**src/common/mipsCtrlPkg.sv**
```systemverilog
package mipsCtrlPkg;

   // primary opcodes, instr[31:26]
   localparam logic [5:0] opRtype  = 6'h00;
   localparam logic [5:0] opRegimm = 6'h01;
   localparam logic [5:0] opJ      = 6'h02;
   localparam logic [5:0] opJal    = 6'h03;
   localparam logic [5:0] opBeq    = 6'h04;
   localparam logic [5:0] opBne    = 6'h05;
   localparam logic [5:0] opBlez   = 6'h06;
   localparam logic [5:0] opBgtz   = 6'h07;
   localparam logic [5:0] opAddiu  = 6'h09;
   localparam logic [5:0] opSlti   = 6'h0a;
   localparam logic [5:0] opSltiu  = 6'h0b;
   localparam logic [5:0] opAndi   = 6'h0c;
   localparam logic [5:0] opOri    = 6'h0d;
   localparam logic [5:0] opXori   = 6'h0e;
   localparam logic [5:0] opLui    = 6'h0f;
   localparam logic [5:0] opCop0   = 6'h10;
   localparam logic [5:0] opLb     = 6'h20;
   localparam logic [5:0] opLh     = 6'h21;
   localparam logic [5:0] opLw     = 6'h23;
   localparam logic [5:0] opLbu    = 6'h24;
   localparam logic [5:0] opLhu    = 6'h25;
   localparam logic [5:0] opSb     = 6'h28;
   localparam logic [5:0] opSh     = 6'h29;
   localparam logic [5:0] opSw     = 6'h2b;

   // R-type function codes, instr[5:0]
   localparam logic [5:0] fnSll  = 6'h00;
   localparam logic [5:0] fnSrl  = 6'h02;
   localparam logic [5:0] fnSra  = 6'h03;
   localparam logic [5:0] fnSllv = 6'h04;
   localparam logic [5:0] fnSrlv = 6'h06;
   localparam logic [5:0] fnSrav = 6'h07;
   localparam logic [5:0] fnJr   = 6'h08;
   localparam logic [5:0] fnJalr = 6'h09;
   localparam logic [5:0] fnAddu = 6'h21;
   localparam logic [5:0] fnSubu = 6'h23;
   localparam logic [5:0] fnAnd  = 6'h24;
   localparam logic [5:0] fnOr   = 6'h25;
   localparam logic [5:0] fnXor  = 6'h26;
   localparam logic [5:0] fnNor  = 6'h27;
   localparam logic [5:0] fnSlt  = 6'h2a;
   localparam logic [5:0] fnSltu = 6'h2b;

   typedef enum logic [3:0] {
      aluAdd, aluSub, aluAnd, aluOr, aluXor, aluNor,
      aluSlt, aluSltu, aluSll, aluSrl, aluSra, aluLui
   } aluOpT;

   typedef struct packed {
      logic memToReg;
      logic regWrite;
      logic extType;
      logic aluSrc;
      logic regDst;
      logic jump;
      logic jr;
      logic jal;
      logic jalr;
      logic shift;
   } ctrlT;

   typedef enum logic [1:0] {
      srcIcache = 2'd0,
      srcBios   = 2'd1,
      srcIsr    = 2'd2
   } instrSrcT;

   // top address nibble of each region
   localparam logic [3:0] regionIcache = 4'h1;
   localparam logic [3:0] regionImem   = 4'h2;
   localparam logic [3:0] regionDcache = 4'h3;
   localparam logic [3:0] regionBios   = 4'h4;
   localparam logic [3:0] regionIo     = 4'h8;
   localparam logic [3:0] regionIsr    = 4'hc;

   // memory-mapped performance counters
   localparam logic [31:0] cycleCountAddr   = 32'h8000_0010;
   localparam logic [31:0] instrCountAddr   = 32'h8000_0014;
   localparam logic [31:0] counterResetAddr = 32'h8000_0018;

   // rs field of a cop0 instruction
   localparam logic [4:0] cop0Mf = 5'd0;
   localparam logic [4:0] cop0Mt = 5'd4;

endpackage

```
**src/logic/mainDecoder.sv**
```systemverilog
`timescale 1ns/100ps

module mainDecoder import mipsCtrlPkg::*; (
   input  logic       clk,
   input  logic       rstN,
   input  logic       stall,
   input  logic [5:0] opcodeF,
   input  logic [5:0] functF,
   input  logic [4:0] rsF,
   output ctrlT       ctrlF,
   output ctrlT       ctrlE,
   output logic       mfc0,
   output logic       mtc0,
   output logic       delaySlot
);

   logic isBranch;

   always_comb begin
      ctrlF    = '0;
      isBranch = 1'b0;
      mfc0     = 1'b0;
      mtc0     = 1'b0;
      case (opcodeF)
         opRtype: begin
            ctrlF.regWrite = (functF != fnJr);
            ctrlF.regDst   = 1'b1;
            ctrlF.jr       = (functF == fnJr);
            ctrlF.jalr     = (functF == fnJalr);
            // shamt shifts only, variable shifts use rs
            ctrlF.shift    = (functF == fnSll) || (functF == fnSrl) || (functF == fnSra);
         end
         opLb, opLh, opLw, opLbu, opLhu: begin
            ctrlF.memToReg = 1'b1;
            ctrlF.regWrite = 1'b1;
            ctrlF.aluSrc   = 1'b1;
         end
         opSb, opSh, opSw: begin
            ctrlF.memToReg = 1'b1;
            ctrlF.aluSrc   = 1'b1;
         end
         opAddiu, opSlti, opSltiu, opLui: begin
            ctrlF.regWrite = 1'b1;
            ctrlF.aluSrc   = 1'b1;
         end
         opAndi, opOri, opXori: begin
            // logical immediates are zero extended
            ctrlF.regWrite = 1'b1;
            ctrlF.extType  = 1'b1;
            ctrlF.aluSrc   = 1'b1;
         end
         opJ: ctrlF.jump = 1'b1;
         opJal: begin
            ctrlF.regWrite = 1'b1;
            ctrlF.regDst   = 1'b1;
            ctrlF.jump     = 1'b1;
            ctrlF.jal      = 1'b1;
         end
         opBeq, opBne, opBlez, opBgtz, opRegimm: isBranch = 1'b1;
         opCop0: begin
            mfc0           = (rsF == cop0Mf);
            mtc0           = (rsF == cop0Mt);
            ctrlF.regWrite = (rsF == cop0Mf);
         end
         default: ctrlF = '0;
      endcase
   end

   // next instruction sits in a delay slot
   assign delaySlot = isBranch | ctrlF.jump | ctrlF.jr | ctrlF.jalr | mfc0 | mtc0;

   always_ff @(posedge clk) begin
      if (!rstN) begin
         ctrlE <= '0;
      end else if (!stall) begin
         ctrlE <= ctrlF;
      end
   end

   assert property (@(posedge clk) disable iff (!rstN) !(ctrlE.jr && ctrlE.jalr));
   assert property (@(posedge clk) !rstN |=> ctrlE == '0);

endmodule

```
**src/logic/aluDecoder.sv**
```systemverilog
`timescale 1ns/100ps

module aluDecoder import mipsCtrlPkg::*; (
   input  logic [5:0] opcodeE,
   input  logic [5:0] functE,
   output aluOpT      aluOp
);

   always_comb begin
      case (opcodeE)
         opRtype: begin
            case (functE)
               fnAddu:        aluOp = aluAdd;
               fnSubu:        aluOp = aluSub;
               fnAnd:         aluOp = aluAnd;
               fnOr:          aluOp = aluOr;
               fnXor:         aluOp = aluXor;
               fnNor:         aluOp = aluNor;
               fnSlt:         aluOp = aluSlt;
               fnSltu:        aluOp = aluSltu;
               // shamt and variable shifts share the shifter
               fnSll, fnSllv: aluOp = aluSll;
               fnSrl, fnSrlv: aluOp = aluSrl;
               fnSra, fnSrav: aluOp = aluSra;
               default:       aluOp = aluAdd;
            endcase
         end
         // address generation
         opLb, opLh, opLw, opLbu, opLhu,
         opSb, opSh, opSw, opAddiu:       aluOp = aluAdd;
         opSlti:                          aluOp = aluSlt;
         opSltiu:                         aluOp = aluSltu;
         opAndi:                          aluOp = aluAnd;
         opOri:                           aluOp = aluOr;
         opXori:                          aluOp = aluXor;
         opLui:                           aluOp = aluLui;
         opBeq, opBne:                    aluOp = aluSub;
         default:                         aluOp = aluAdd;
      endcase
   end

endmodule

```
**src/logic/branchResolver.sv**
```systemverilog
`timescale 1ns/100ps

module branchResolver import mipsCtrlPkg::*; (
   input  logic [5:0]  opcodeE,
   input  logic [4:0]  rtE,
   input  logic [31:0] rd1Fwd,
   input  logic [31:0] rd2Fwd,
   output logic        branchTaken
);

   logic isNeg;
   logic isZero;

   // signed tests only need the sign bit and a zero check
   assign isNeg  = rd1Fwd[31];
   assign isZero = (rd1Fwd == 32'd0);

   always_comb begin
      case (opcodeE)
         opBeq:    branchTaken = (rd1Fwd == rd2Fwd);
         opBne:    branchTaken = (rd1Fwd != rd2Fwd);
         opBlez:   branchTaken = isNeg | isZero;
         opBgtz:   branchTaken = !isNeg && !isZero;
         // rt selects bltz (0) or bgez (1)
         opRegimm: branchTaken = (rtE == 5'd0) ? isNeg : ((rtE == 5'd1) && !isNeg);
         default:  branchTaken = 1'b0;
      endcase
   end

endmodule

```
**src/logic/forwardUnit.sv**
```systemverilog
`timescale 1ns/100ps

module forwardUnit (
   input  logic [4:0] rsF,
   input  logic [4:0] rtF,
   input  logic [4:0] rsE,
   input  logic [4:0] rtE,
   input  logic [4:0] waM,
   input  logic       regWriteM,
   output logic       fwdAMtoE,
   output logic       fwdBMtoE,
   output logic       fwdAMtoF,
   output logic       fwdBMtoF
);

   logic mValid;

   // $0 is never a real producer
   assign mValid = regWriteM && (waM != 5'd0);

   assign fwdAMtoE = mValid && (waM == rsE);
   assign fwdBMtoE = mValid && (waM == rtE);
   assign fwdAMtoF = mValid && (waM == rsF);
   assign fwdBMtoF = mValid && (waM == rtF);

   always_comb begin
      assert (waM != 5'd0 || !(fwdAMtoE | fwdBMtoE | fwdAMtoF | fwdBMtoF));
   end

endmodule

```
**src/memCtrl/storeEnableGen.sv**
```systemverilog
`timescale 1ns/100ps

module storeEnableGen import mipsCtrlPkg::*; (
   input  logic [5:0]  opcodeE,
   input  logic [1:0]  byteOffsetE,
   input  logic [31:0] aluOutE,
   input  logic [31:0] pcE,
   input  logic        stall,
   input  logic        isLoadE,
   output logic [3:0]  dataMemWe,
   output logic [3:0]  instrMemWe,
   output logic [3:0]  isrMemWe
);

   logic [3:0] lanes;
   logic [3:0] region;
   logic       wrOk;

   assign region = aluOutE[31:28];
   assign wrOk   = !stall && !isLoadE;

   // big-endian lanes, byte 0 lives in lane 3
   always_comb begin
      case (opcodeE)
         opSb:    lanes = 4'b1000 >> byteOffsetE;
         opSh:    lanes = byteOffsetE[1] ? 4'b0011 : 4'b1100;
         opSw:    lanes = 4'b1111;
         default: lanes = 4'b0000;
      endcase
   end

   assign dataMemWe = (wrOk && (region == regionIcache || region == regionDcache)) ?
                      lanes : 4'b0000;

   // imem is writable only from code running out of bios
   assign instrMemWe = (wrOk && region == regionImem && pcE[31:28] == regionBios) ?
                       lanes : 4'b0000;

   assign isrMemWe = (wrOk && region == regionIsr) ? lanes : 4'b0000;

   always_comb begin
      assert (!isLoadE || (dataMemWe == 4'b0 && instrMemWe == 4'b0 && isrMemWe == 4'b0));
   end

endmodule

```
**src/memCtrl/addressMapDecoder.sv**
```systemverilog
`timescale 1ns/100ps

module addressMapDecoder import mipsCtrlPkg::*; (
   input  logic [5:0]  opcodeE,
   input  logic [31:0] aluOutE,
   input  logic [31:0] pc,
   input  logic [31:0] nextPc,
   output logic        isLoadE,
   output logic        legalReadE,
   output logic        biosDataEn,
   output logic        biosPcEn,
   output instrSrcT    instrSrc,
   output logic        dcacheRe,
   output logic        icacheRe,
   output logic        readCycleCount,
   output logic        readInstrCount,
   output logic        resetCounters
);

   logic [3:0] region;

   assign region  = aluOutE[31:28];
   assign isLoadE = (opcodeE == opLb) || (opcodeE == opLh) || (opcodeE == opLw) ||
                    (opcodeE == opLbu) || (opcodeE == opLhu);

   // fetch source, bios is the fallback
   always_comb begin
      case (pc[31:28])
         regionIcache: instrSrc = srcIcache;
         regionIsr:    instrSrc = srcIsr;
         default:      instrSrc = srcBios;
      endcase
   end

   assign biosPcEn   = (pc[31:28] == regionBios);
   assign biosDataEn = isLoadE && (region == regionBios);
   assign legalReadE = isLoadE && (region == regionIcache || region == regionDcache ||
                                   region == regionBios || region == regionIo);

   // matches regions 1 and 3
   assign dcacheRe = isLoadE && !aluOutE[31] && !aluOutE[30] && aluOutE[28];
   assign icacheRe = (pc[31:28] == regionIcache) || (nextPc[31:28] == regionIcache);

   assign readCycleCount = (aluOutE == cycleCountAddr);
   assign readInstrCount = (aluOutE == instrCountAddr);
   assign resetCounters  = (aluOutE == counterResetAddr);

endmodule

```
**src/logic/mipsControl.sv**
```systemverilog
`timescale 1ns/100ps

module mipsControl import mipsCtrlPkg::*; (
   input  logic        clk,
   input  logic        rstN,
   input  logic        stall,
   input  logic [5:0]  opcodeF,
   input  logic [5:0]  functF,
   input  logic [4:0]  rsF,
   input  logic [4:0]  rtF,
   input  logic [5:0]  opcodeE,
   input  logic [5:0]  functE,
   input  logic [4:0]  rsE,
   input  logic [4:0]  rtE,
   input  logic [31:0] aluOutE,
   input  logic [1:0]  byteOffsetE,
   input  logic [31:0] rd1Fwd,
   input  logic [31:0] rd2Fwd,
   input  logic [4:0]  waM,
   input  logic        regWriteM,
   input  logic [31:0] pc,
   input  logic [31:0] pcE,
   input  logic [31:0] nextPc,
   output ctrlT        ctrlF,
   output ctrlT        ctrlE,
   output logic        mfc0,
   output logic        mtc0,
   output logic        delaySlot,
   output aluOpT       aluOp,
   output logic        branchTaken,
   output logic        fwdAMtoE,
   output logic        fwdBMtoE,
   output logic        fwdAMtoF,
   output logic        fwdBMtoF,
   output logic [3:0]  dataMemWe,
   output logic [3:0]  instrMemWe,
   output logic [3:0]  isrMemWe,
   output logic        isLoadE,
   output logic        legalReadE,
   output logic        biosDataEn,
   output logic        biosPcEn,
   output instrSrcT    instrSrc,
   output logic        dcacheRe,
   output logic        icacheRe,
   output logic        readCycleCount,
   output logic        readInstrCount,
   output logic        resetCounters
);

   mainDecoder u_mainDecoder (
      .clk(clk), .rstN(rstN), .stall(stall),
      .opcodeF(opcodeF), .functF(functF), .rsF(rsF),
      .ctrlF(ctrlF), .ctrlE(ctrlE),
      .mfc0(mfc0), .mtc0(mtc0), .delaySlot(delaySlot)
   );

   aluDecoder u_aluDecoder (.opcodeE(opcodeE), .functE(functE), .aluOp(aluOp));

   branchResolver u_branchResolver (
      .opcodeE(opcodeE), .rtE(rtE), .rd1Fwd(rd1Fwd), .rd2Fwd(rd2Fwd),
      .branchTaken(branchTaken)
   );

   forwardUnit u_forwardUnit (
      .rsF(rsF), .rtF(rtF), .rsE(rsE), .rtE(rtE), .waM(waM), .regWriteM(regWriteM),
      .fwdAMtoE(fwdAMtoE), .fwdBMtoE(fwdBMtoE), .fwdAMtoF(fwdAMtoF), .fwdBMtoF(fwdBMtoF)
   );

   // isLoadE comes from the address map
   storeEnableGen u_storeEnableGen (
      .opcodeE(opcodeE), .byteOffsetE(byteOffsetE), .aluOutE(aluOutE), .pcE(pcE),
      .stall(stall), .isLoadE(isLoadE),
      .dataMemWe(dataMemWe), .instrMemWe(instrMemWe), .isrMemWe(isrMemWe)
   );

   addressMapDecoder u_addressMapDecoder (
      .opcodeE(opcodeE), .aluOutE(aluOutE), .pc(pc), .nextPc(nextPc),
      .isLoadE(isLoadE), .legalReadE(legalReadE),
      .biosDataEn(biosDataEn), .biosPcEn(biosPcEn), .instrSrc(instrSrc),
      .dcacheRe(dcacheRe), .icacheRe(icacheRe),
      .readCycleCount(readCycleCount), .readInstrCount(readInstrCount),
      .resetCounters(resetCounters)
   );

endmodule

```
**config.mk**
```make
export PLATFORM = sky130hd
export DESIGN_NAME = mipsControl
export DESIGN_NICKNAME = d
export VERILOG_FILES = /design/src/common/mipsCtrlPkg.sv /design/src/logic/mainDecoder.sv /design/src/logic/aluDecoder.sv /design/src/logic/branchResolver.sv /design/src/logic/forwardUnit.sv /design/src/memCtrl/storeEnableGen.sv /design/src/memCtrl/addressMapDecoder.sv /design/src/logic/mipsControl.sv
export SDC_FILE = /design/constraint.sdc
export NUM_CORES = 1
export LEC_CHECK = 0
export BUFFER_PORTS_ARGS = -buffer_cell sky130_fd_sc_hd__buf_2
export CORE_AREA = 2 2 118 120
export CTS_CLUSTER_DIAMETER = 30
export CTS_CLUSTER_SIZE = 28
export DETAILED_ROUTE_END_ITERATION = 12
export DIE_AREA = 0 0 120 122
export PLACE_DENSITY = 0.51
export SLEW_MARGIN = 20
export SYNTH_ARGS = -nofsm -noshare
export SYNTH_HDL_FRONTEND = slang
export SYNTH_SLANG_ARGS = --single-unit
```
**constraint.sdc**
```tcl
create_clock -name clk -period 1.2 [get_ports clk]
set_input_delay 0.06 -clock clk [delete_from_list [all_inputs] [get_ports clk]]
set_output_delay 0.06 -clock clk [all_outputs]
set_load 0.02 [all_outputs]
```
Word-level counts from Yosys, hierarchy flattened. Memory sizes are Yosys's and may differ from the RTL's. Cells that the tools add are included.

Word-level logic and storage cells: 156. Output and inout bits: 55. Register bits after elaboration: 10. Memories kept: 1. Memory bits (read-only): 256. Input bits: 247.

Shifts and indexed selects: 1. Multiplexer cells: 21. Reductions and logical operators: 48. Equality and inequality tests: 69. Bitwise gates (word level): 6.

Memory list: (no name shown) (words 64, width 4, read ports 1, clocked after memory_dff 0, write ports 0, line aluDecoder.sv:12) `case (functE)`.

Operator list (count): $eq A32 B32 Y1 const B (3); $eq A6 B6 Y1 const B (16); $eq A6 B4 Y1 const B (15); $eq A6 B3 Y1 const B (8); $eq A32 B32 Y1 (1); $logic_not A32 Y1 (1); $ne A32 B32 Y1 (1); $pmux W4 S8 (1); $eq A6 B2 Y1 const B (4); $eq A5 B5 Y1 (4); $logic_not A6 Y1 (3); $logic_and A1 B1 Y1 (17); $mux W4 (4); $reduce_or A15 Y1 (1); $reduce_or A13 Y1 (1); $eq A4 B1 Y1 const B (3); $eq A4 B3 Y1 const B (3); $eq A4 B4 Y1 const B (3); $eq A6 B1 Y1 const B (2); $pmux W4 S3 (1); $mux W1 (11); $logic_not A5 Y1 (2); $logic_or A1 B1 Y1 (10); $eq A4 B2 Y1 const B (2); 16 further kinds (28).

Longest topological paths before layout.
Word-level depth: 10. Gate-level depth with buffers: 7. Mapped depth without buffers: 6.

Modules after synthesis. A second synthesis with hierarchy kept.

Cells, all modules: 281. Area total of the unflattened synthesis: 2072.0 sq um.

By module, submodules not included: mainDecoder (instances 1, cells each 81, area an instance 618.1 sq um, sequential area each 200.2 sq um); branchResolver (instances 1, cells each 68, area an instance 539.3 sq um, sequential area each 0.0 sq um); forwardUnit (instances 1, cells each 35, area an instance 279.0 sq um, sequential area each 0.0 sq um); addressMapDecoder (instances 1, cells each 36, area an instance 270.3 sq um, sequential area each 0.0 sq um); aluDecoder (instances 1, cells each 31, area an instance 197.7 sq um, sequential area each 0.0 sq um); storeEnableGen (instances 1, cells each 30, area an instance 167.7 sq um, sequential area each 0.0 sq um).

Worst setup path after synthesis. No wires, ideal clock.

Path kind: in2reg. Start point: in opcodeF[0]. End point: reg, netlist name u_mainDecoder.ctrlE[7]. Path slack: -463 ps. Required time: 1132 ps. Data arrival time: 1595 ps. Stages: 3. Library setup time: 68 ps. Path buffers: 0. Path through: a2111oi_0 -> mux2i_1 -> nor2b_1.

Cells in the longest elaborated chain, start to end: 3. Elaborated cells between the ends (all ways): 5. Classes of those cells: eq/ne (3); mux (1); reduce/logical (1).

RTL lines: from (decl) (line mipsControl.sv:7) `input logic [5:0] opcodeF,`; $eq A6 B4 Y1 (line mainDecoder.sv:24) `case (opcodeF)`; $reduce_or A3 Y1 (*); $mux W1 (*) (line mainDecoder.sv:24).

Mark *: on every way between the ends. The rest lies on a longest branch, timed or not. A chain may end at the register's enable or synchronous reset.

Final worst setup path.
Start point: in rd1Fwd[2]. End point: out branchTaken.

Cells in the longest elaborated chain, start to end: 4. Elaborated cells between the ends (all ways): 7. Classes of those cells: eq/ne (2); mux (1); bitwise (1); reduce/logical (3).

RTL lines: from (decl) (line mipsControl.sv:17) `input logic [31:0] rd1Fwd,`; $logic_not A32 Y1 (line branchResolver.sv:16) `assign isZero = (rd1Fwd == 32'd0);`; $logic_not A1 Y1 (line branchResolver.sv:23) `opBgtz: branchTaken = !isNeg && !isZero;`; $logic_and A1 B1 Y1 (line branchResolver.sv:23); $pmux W1 S5 (*) (line branchResolver.sv:19) `case (opcodeE)`; to (decl) (line mipsControl.sv:30) `output logic branchTaken,`.

Marked as above.

==> metrics <==
power per cell area=about 470 mW/mm^2; run status=complete, but fails checks; GRT Resource Usage Total=0.124; required time of the critical path=1140 ps; CP Buf/Inv Count=2; leakage power figure=about 2.1 nW; Synth cell types=45; dominant cell type by area after synthesis=sky130_fd_sc_hd__xnor2_1; count of input and output buffers=between 200 and 250; post-route setup slack=-511 ps; number of fill cells=1397; DIE WIDTH=approximately 120 um; GRT overflow=0; number of global-route vias before repair=3266; y dimension of the die=approximately 120 um; Post-Route Skew=0 ps; Sink Count=10; final period demand of the worst path=1710 ps; share of layout cells above drive strength 1=0.674; library cell with the highest instance count after synthesis=sky130_fd_sc_hd__xnor2_1; DRC errors left=0; first element of the critical path=rd1Fwd[2]; RD Place Congestion=around 0.8; Layout Area Growth over Synthesis=151%; Peak VDD IR=between 0.3 and 0.4 mV; CTS tree=done; count of endpoints failing setup in the final report=18; Max Clk Rate=585 MHz; Initial Util=0.140; Post-Place Cells=726; dominant cells by area after synthesis=sky130_fd_sc_hd__xnor2_1 21%, sky130_fd_sc_hd__dfxtp_1 11%, sky130_fd_sc_hd__nor4_1 6.9%, sky130_fd_sc_hd__nor2_1 6.8%, sky130_fd_sc_hd__nand4_1 5.0%; worst slew slack as a fraction of its limit=0.604; final worst path period share=1.43; crit path DAT=roughly 1700 ps; dominant combinational cell family by area after synthesis=simple AND/OR/NAND/NOR gates; reg-to-reg critical path startpoint=u_mainDecoder.ctrlE[6]$_SDFFE_PN0N_; I/O pin total=302; hold bufs inserted after CTS=0; antenna violations before repair=0; die area=~0.015 mm^2; Cells after Synth=275; final std cells w/o fill=744; detailed router's first-iteration violation count=approximately 160; antenna diode instance count=0; wire length of the first global-routing pass=~15 mm; crit-path cells=buf_2 -> nor4_4 -> nand4_1 -> o21ai_2 -> or4b_4 -> o221ai_2 -> nand2b_4 -> buf_6; Routed wire per std cell=13.7 um; total detailed-routing wirelength=between 10 and 15 mm; register area share after synthesis=0.106; peak fanout along the critical path=2; arithmetic-cell share of the synthesized area counting full adders, half adders and majority gates=0; number of warnings reported in the yosys synthesis log=0; Synth async-reset ratio=0; ys flop type=sky130_fd_sc_hd__dfxtp_1; placeable core area=around 0.014 mm^2; post-layout power=between 2 and 2.5 mW; register ranked first by flip-flop count=u_mainDecoder.ctrlE; DRT Pass-1 Iters=4; min-delay worst type=in -> reg; flip-flop count of the largest register, all copies and words added=10; crit path capture type=output port; nets in the synthesized netlist=roughly 520; H-tree depth=1; top post-synthesis cells by count=45 x sky130_fd_sc_hd__xnor2_1, 34 x sky130_fd_sc_hd__nor2_1, 21 x sky130_fd_sc_hd__nand2_1, 21 x sky130_fd_sc_hd__nor4_1, 15 x sky130_fd_sc_hd__nand4_1; number of buffers added by the clock tree synthesis step=3; flops & latches, synth=10; launching element type of the critical path=input pin; area fraction in and, or, nand and nor cells after synthesis=0.443; startpoint of the worst hold path=rstN; critical setup path kind=in -> out; Top Family by Delay on Critical Path=simple AND/OR/NAND/NOR gates; transition time of the tightest slew-check pin=586 ps; later-pin clock latency in the skew report=~240 ps; area occupied by registers=about 200 um^2; number of nets in the layout=812; dpl ws=-714 ps; CTS clk-pin slew, worst paths=about 40 ps; average via count per standard cell=about 4.3; number of flops mapped to enable cells by yosys=0; share of the synthesized area in the top cell type=0.208; largest buffer count on any clock path=2; violated checks=setup timing; netlist area before placement=roughly 0.0019 mm^2; master cell of the clock root buffer=sky130_fd_sc_hd__clkbuf_16; largest registers ranked by flip-flop count=u_mainDecoder.ctrlE (10); max incr delay on CP=between 400 and 500 ps; share of synthesized area spent on multiplexers=0.0265; max cap viols=0; HPWL after DPL=around 8.5 mm; Critical-path top delay cell=sky130_fd_sc_hd__or4b_4; area share of xor/xnor cells in the synthesized design=0.255; max-slew violation total from the final report=0; Synth Area in Compound Gates=0.122; Multi-input gate area=0.00219 mm^2; maximum number of pins on one net before global-route repair=11; number of vias after detailed routing=3200; residual antenna-violating net count after detailed routing=0; RSZ-0062 raised after global routing=yes; number of rows created at floorplan=43; final-report hold violation count=0; per-instance average area after synthesis=6.87 um^2
==> metrics by stage <==
step	util	hold WS (ps)	TNS, ps	instance area, um^2
floorplan	-	154	-408	2030
global placement	0.279	387	-4690	3770
detailed placement	0.279	393	-4520	3770
CTS	0.316	143	-1220	4270
global route	0.352	150	-3240	4750
finish	0.352	145	-1800	4750
==> report_power, final <==
part	internal (mW)	total, mW	switching (mW)	leakage [nW]
Combinational	0.657	1.24	0.578	1.96
Sequential	0.341	0.344	0.00296	0.0811
Clock	0.502	0.665	0.163	0.0442
Total	1.50	2.24	0.744	2.09
==> layout make-up <==
type / instances / share of cell area
Timing Repair Buffer: 296 / 0.422
Multi-Input combinational cell: 245 / 0.462
Inverter: 9 / 0.00790
Sequential cell: 10 / 0.0421
Clock buffer: 4 / 0.0187
Tap cell: 180 / 0.0474
==> layer usage <==
metal,track usage,vias to the layer above,share of wire
li1,-,1582,-
met1,0.154,1472,0.40
met2,0.224,136,0.52
met3,0.0239,10,0.071
met4,0.0228,0,0.010
met5,0,-,0
==> cells in the final DEF (no fill, tap or decap), types with 4 or more instances in the layout <==
cell	instances
sky130_fd_sc_hd__a21oi_1	6
sky130_fd_sc_hd__buf_2	167
sky130_fd_sc_hd__buf_4	81
sky130_fd_sc_hd__buf_6	43
sky130_fd_sc_hd__buf_8	5
sky130_fd_sc_hd__dfxtp_1	10
sky130_fd_sc_hd__inv_1	7
sky130_fd_sc_hd__mux2i_1	5
sky130_fd_sc_hd__nand2_1	16
sky130_fd_sc_hd__nand2b_1	4
sky130_fd_sc_hd__nand3_1	7
sky130_fd_sc_hd__nand4_1	15
sky130_fd_sc_hd__nor2_1	16
sky130_fd_sc_hd__nor2_4	17
sky130_fd_sc_hd__nor2b_1	7
sky130_fd_sc_hd__nor3_2	4
sky130_fd_sc_hd__nor4_1	6
sky130_fd_sc_hd__nor4_2	7
sky130_fd_sc_hd__nor4_4	9
sky130_fd_sc_hd__nor4b_1	4
sky130_fd_sc_hd__nor4b_2	5
sky130_fd_sc_hd__xnor2_1	45
sky130_fd_sc_hd__xor2_1	10
==> worst register-to-register path: cells and delay by family (launching register included) <==
family / cells / cell delay [ps]
and+or+nand+nor: 1 / 150
DFF: 1 / 290
AOI/OAI and AO/OA: 1 / 170
==> worst paths after layout <==
kind / to / slack, ps / depth (start not counted)
max: branchTaken / -510 / 8
max reg2reg: u_mainDecoder.ctrlE[6]$_SDFFE_PN0N_ / 480 / 2
min: u_mainDecoder.ctrlE[6]$_SDFFE_PN0N_ / 140 / 2
min reg2reg: u_mainDecoder.ctrlE[0]$_SDFFE_PN0N_ / 510 / 2
==> repair_timing <==
item                                    CTS  global route
endpoints found under the setup margin   31            35
gates resized for setup                  86            93
buffers inserted                          6             9
pin swaps                                22            37
==> cells by family after synthesis <==
kind of cell	after synthesis
multiplexers	5
buffers and inverters	20
XOR/XNOR	55
AO/OA/AOI/OAI	35
AND/OR/NAND/NOR	150
flip-flops	10
Power figures use the tool's default switching activity.
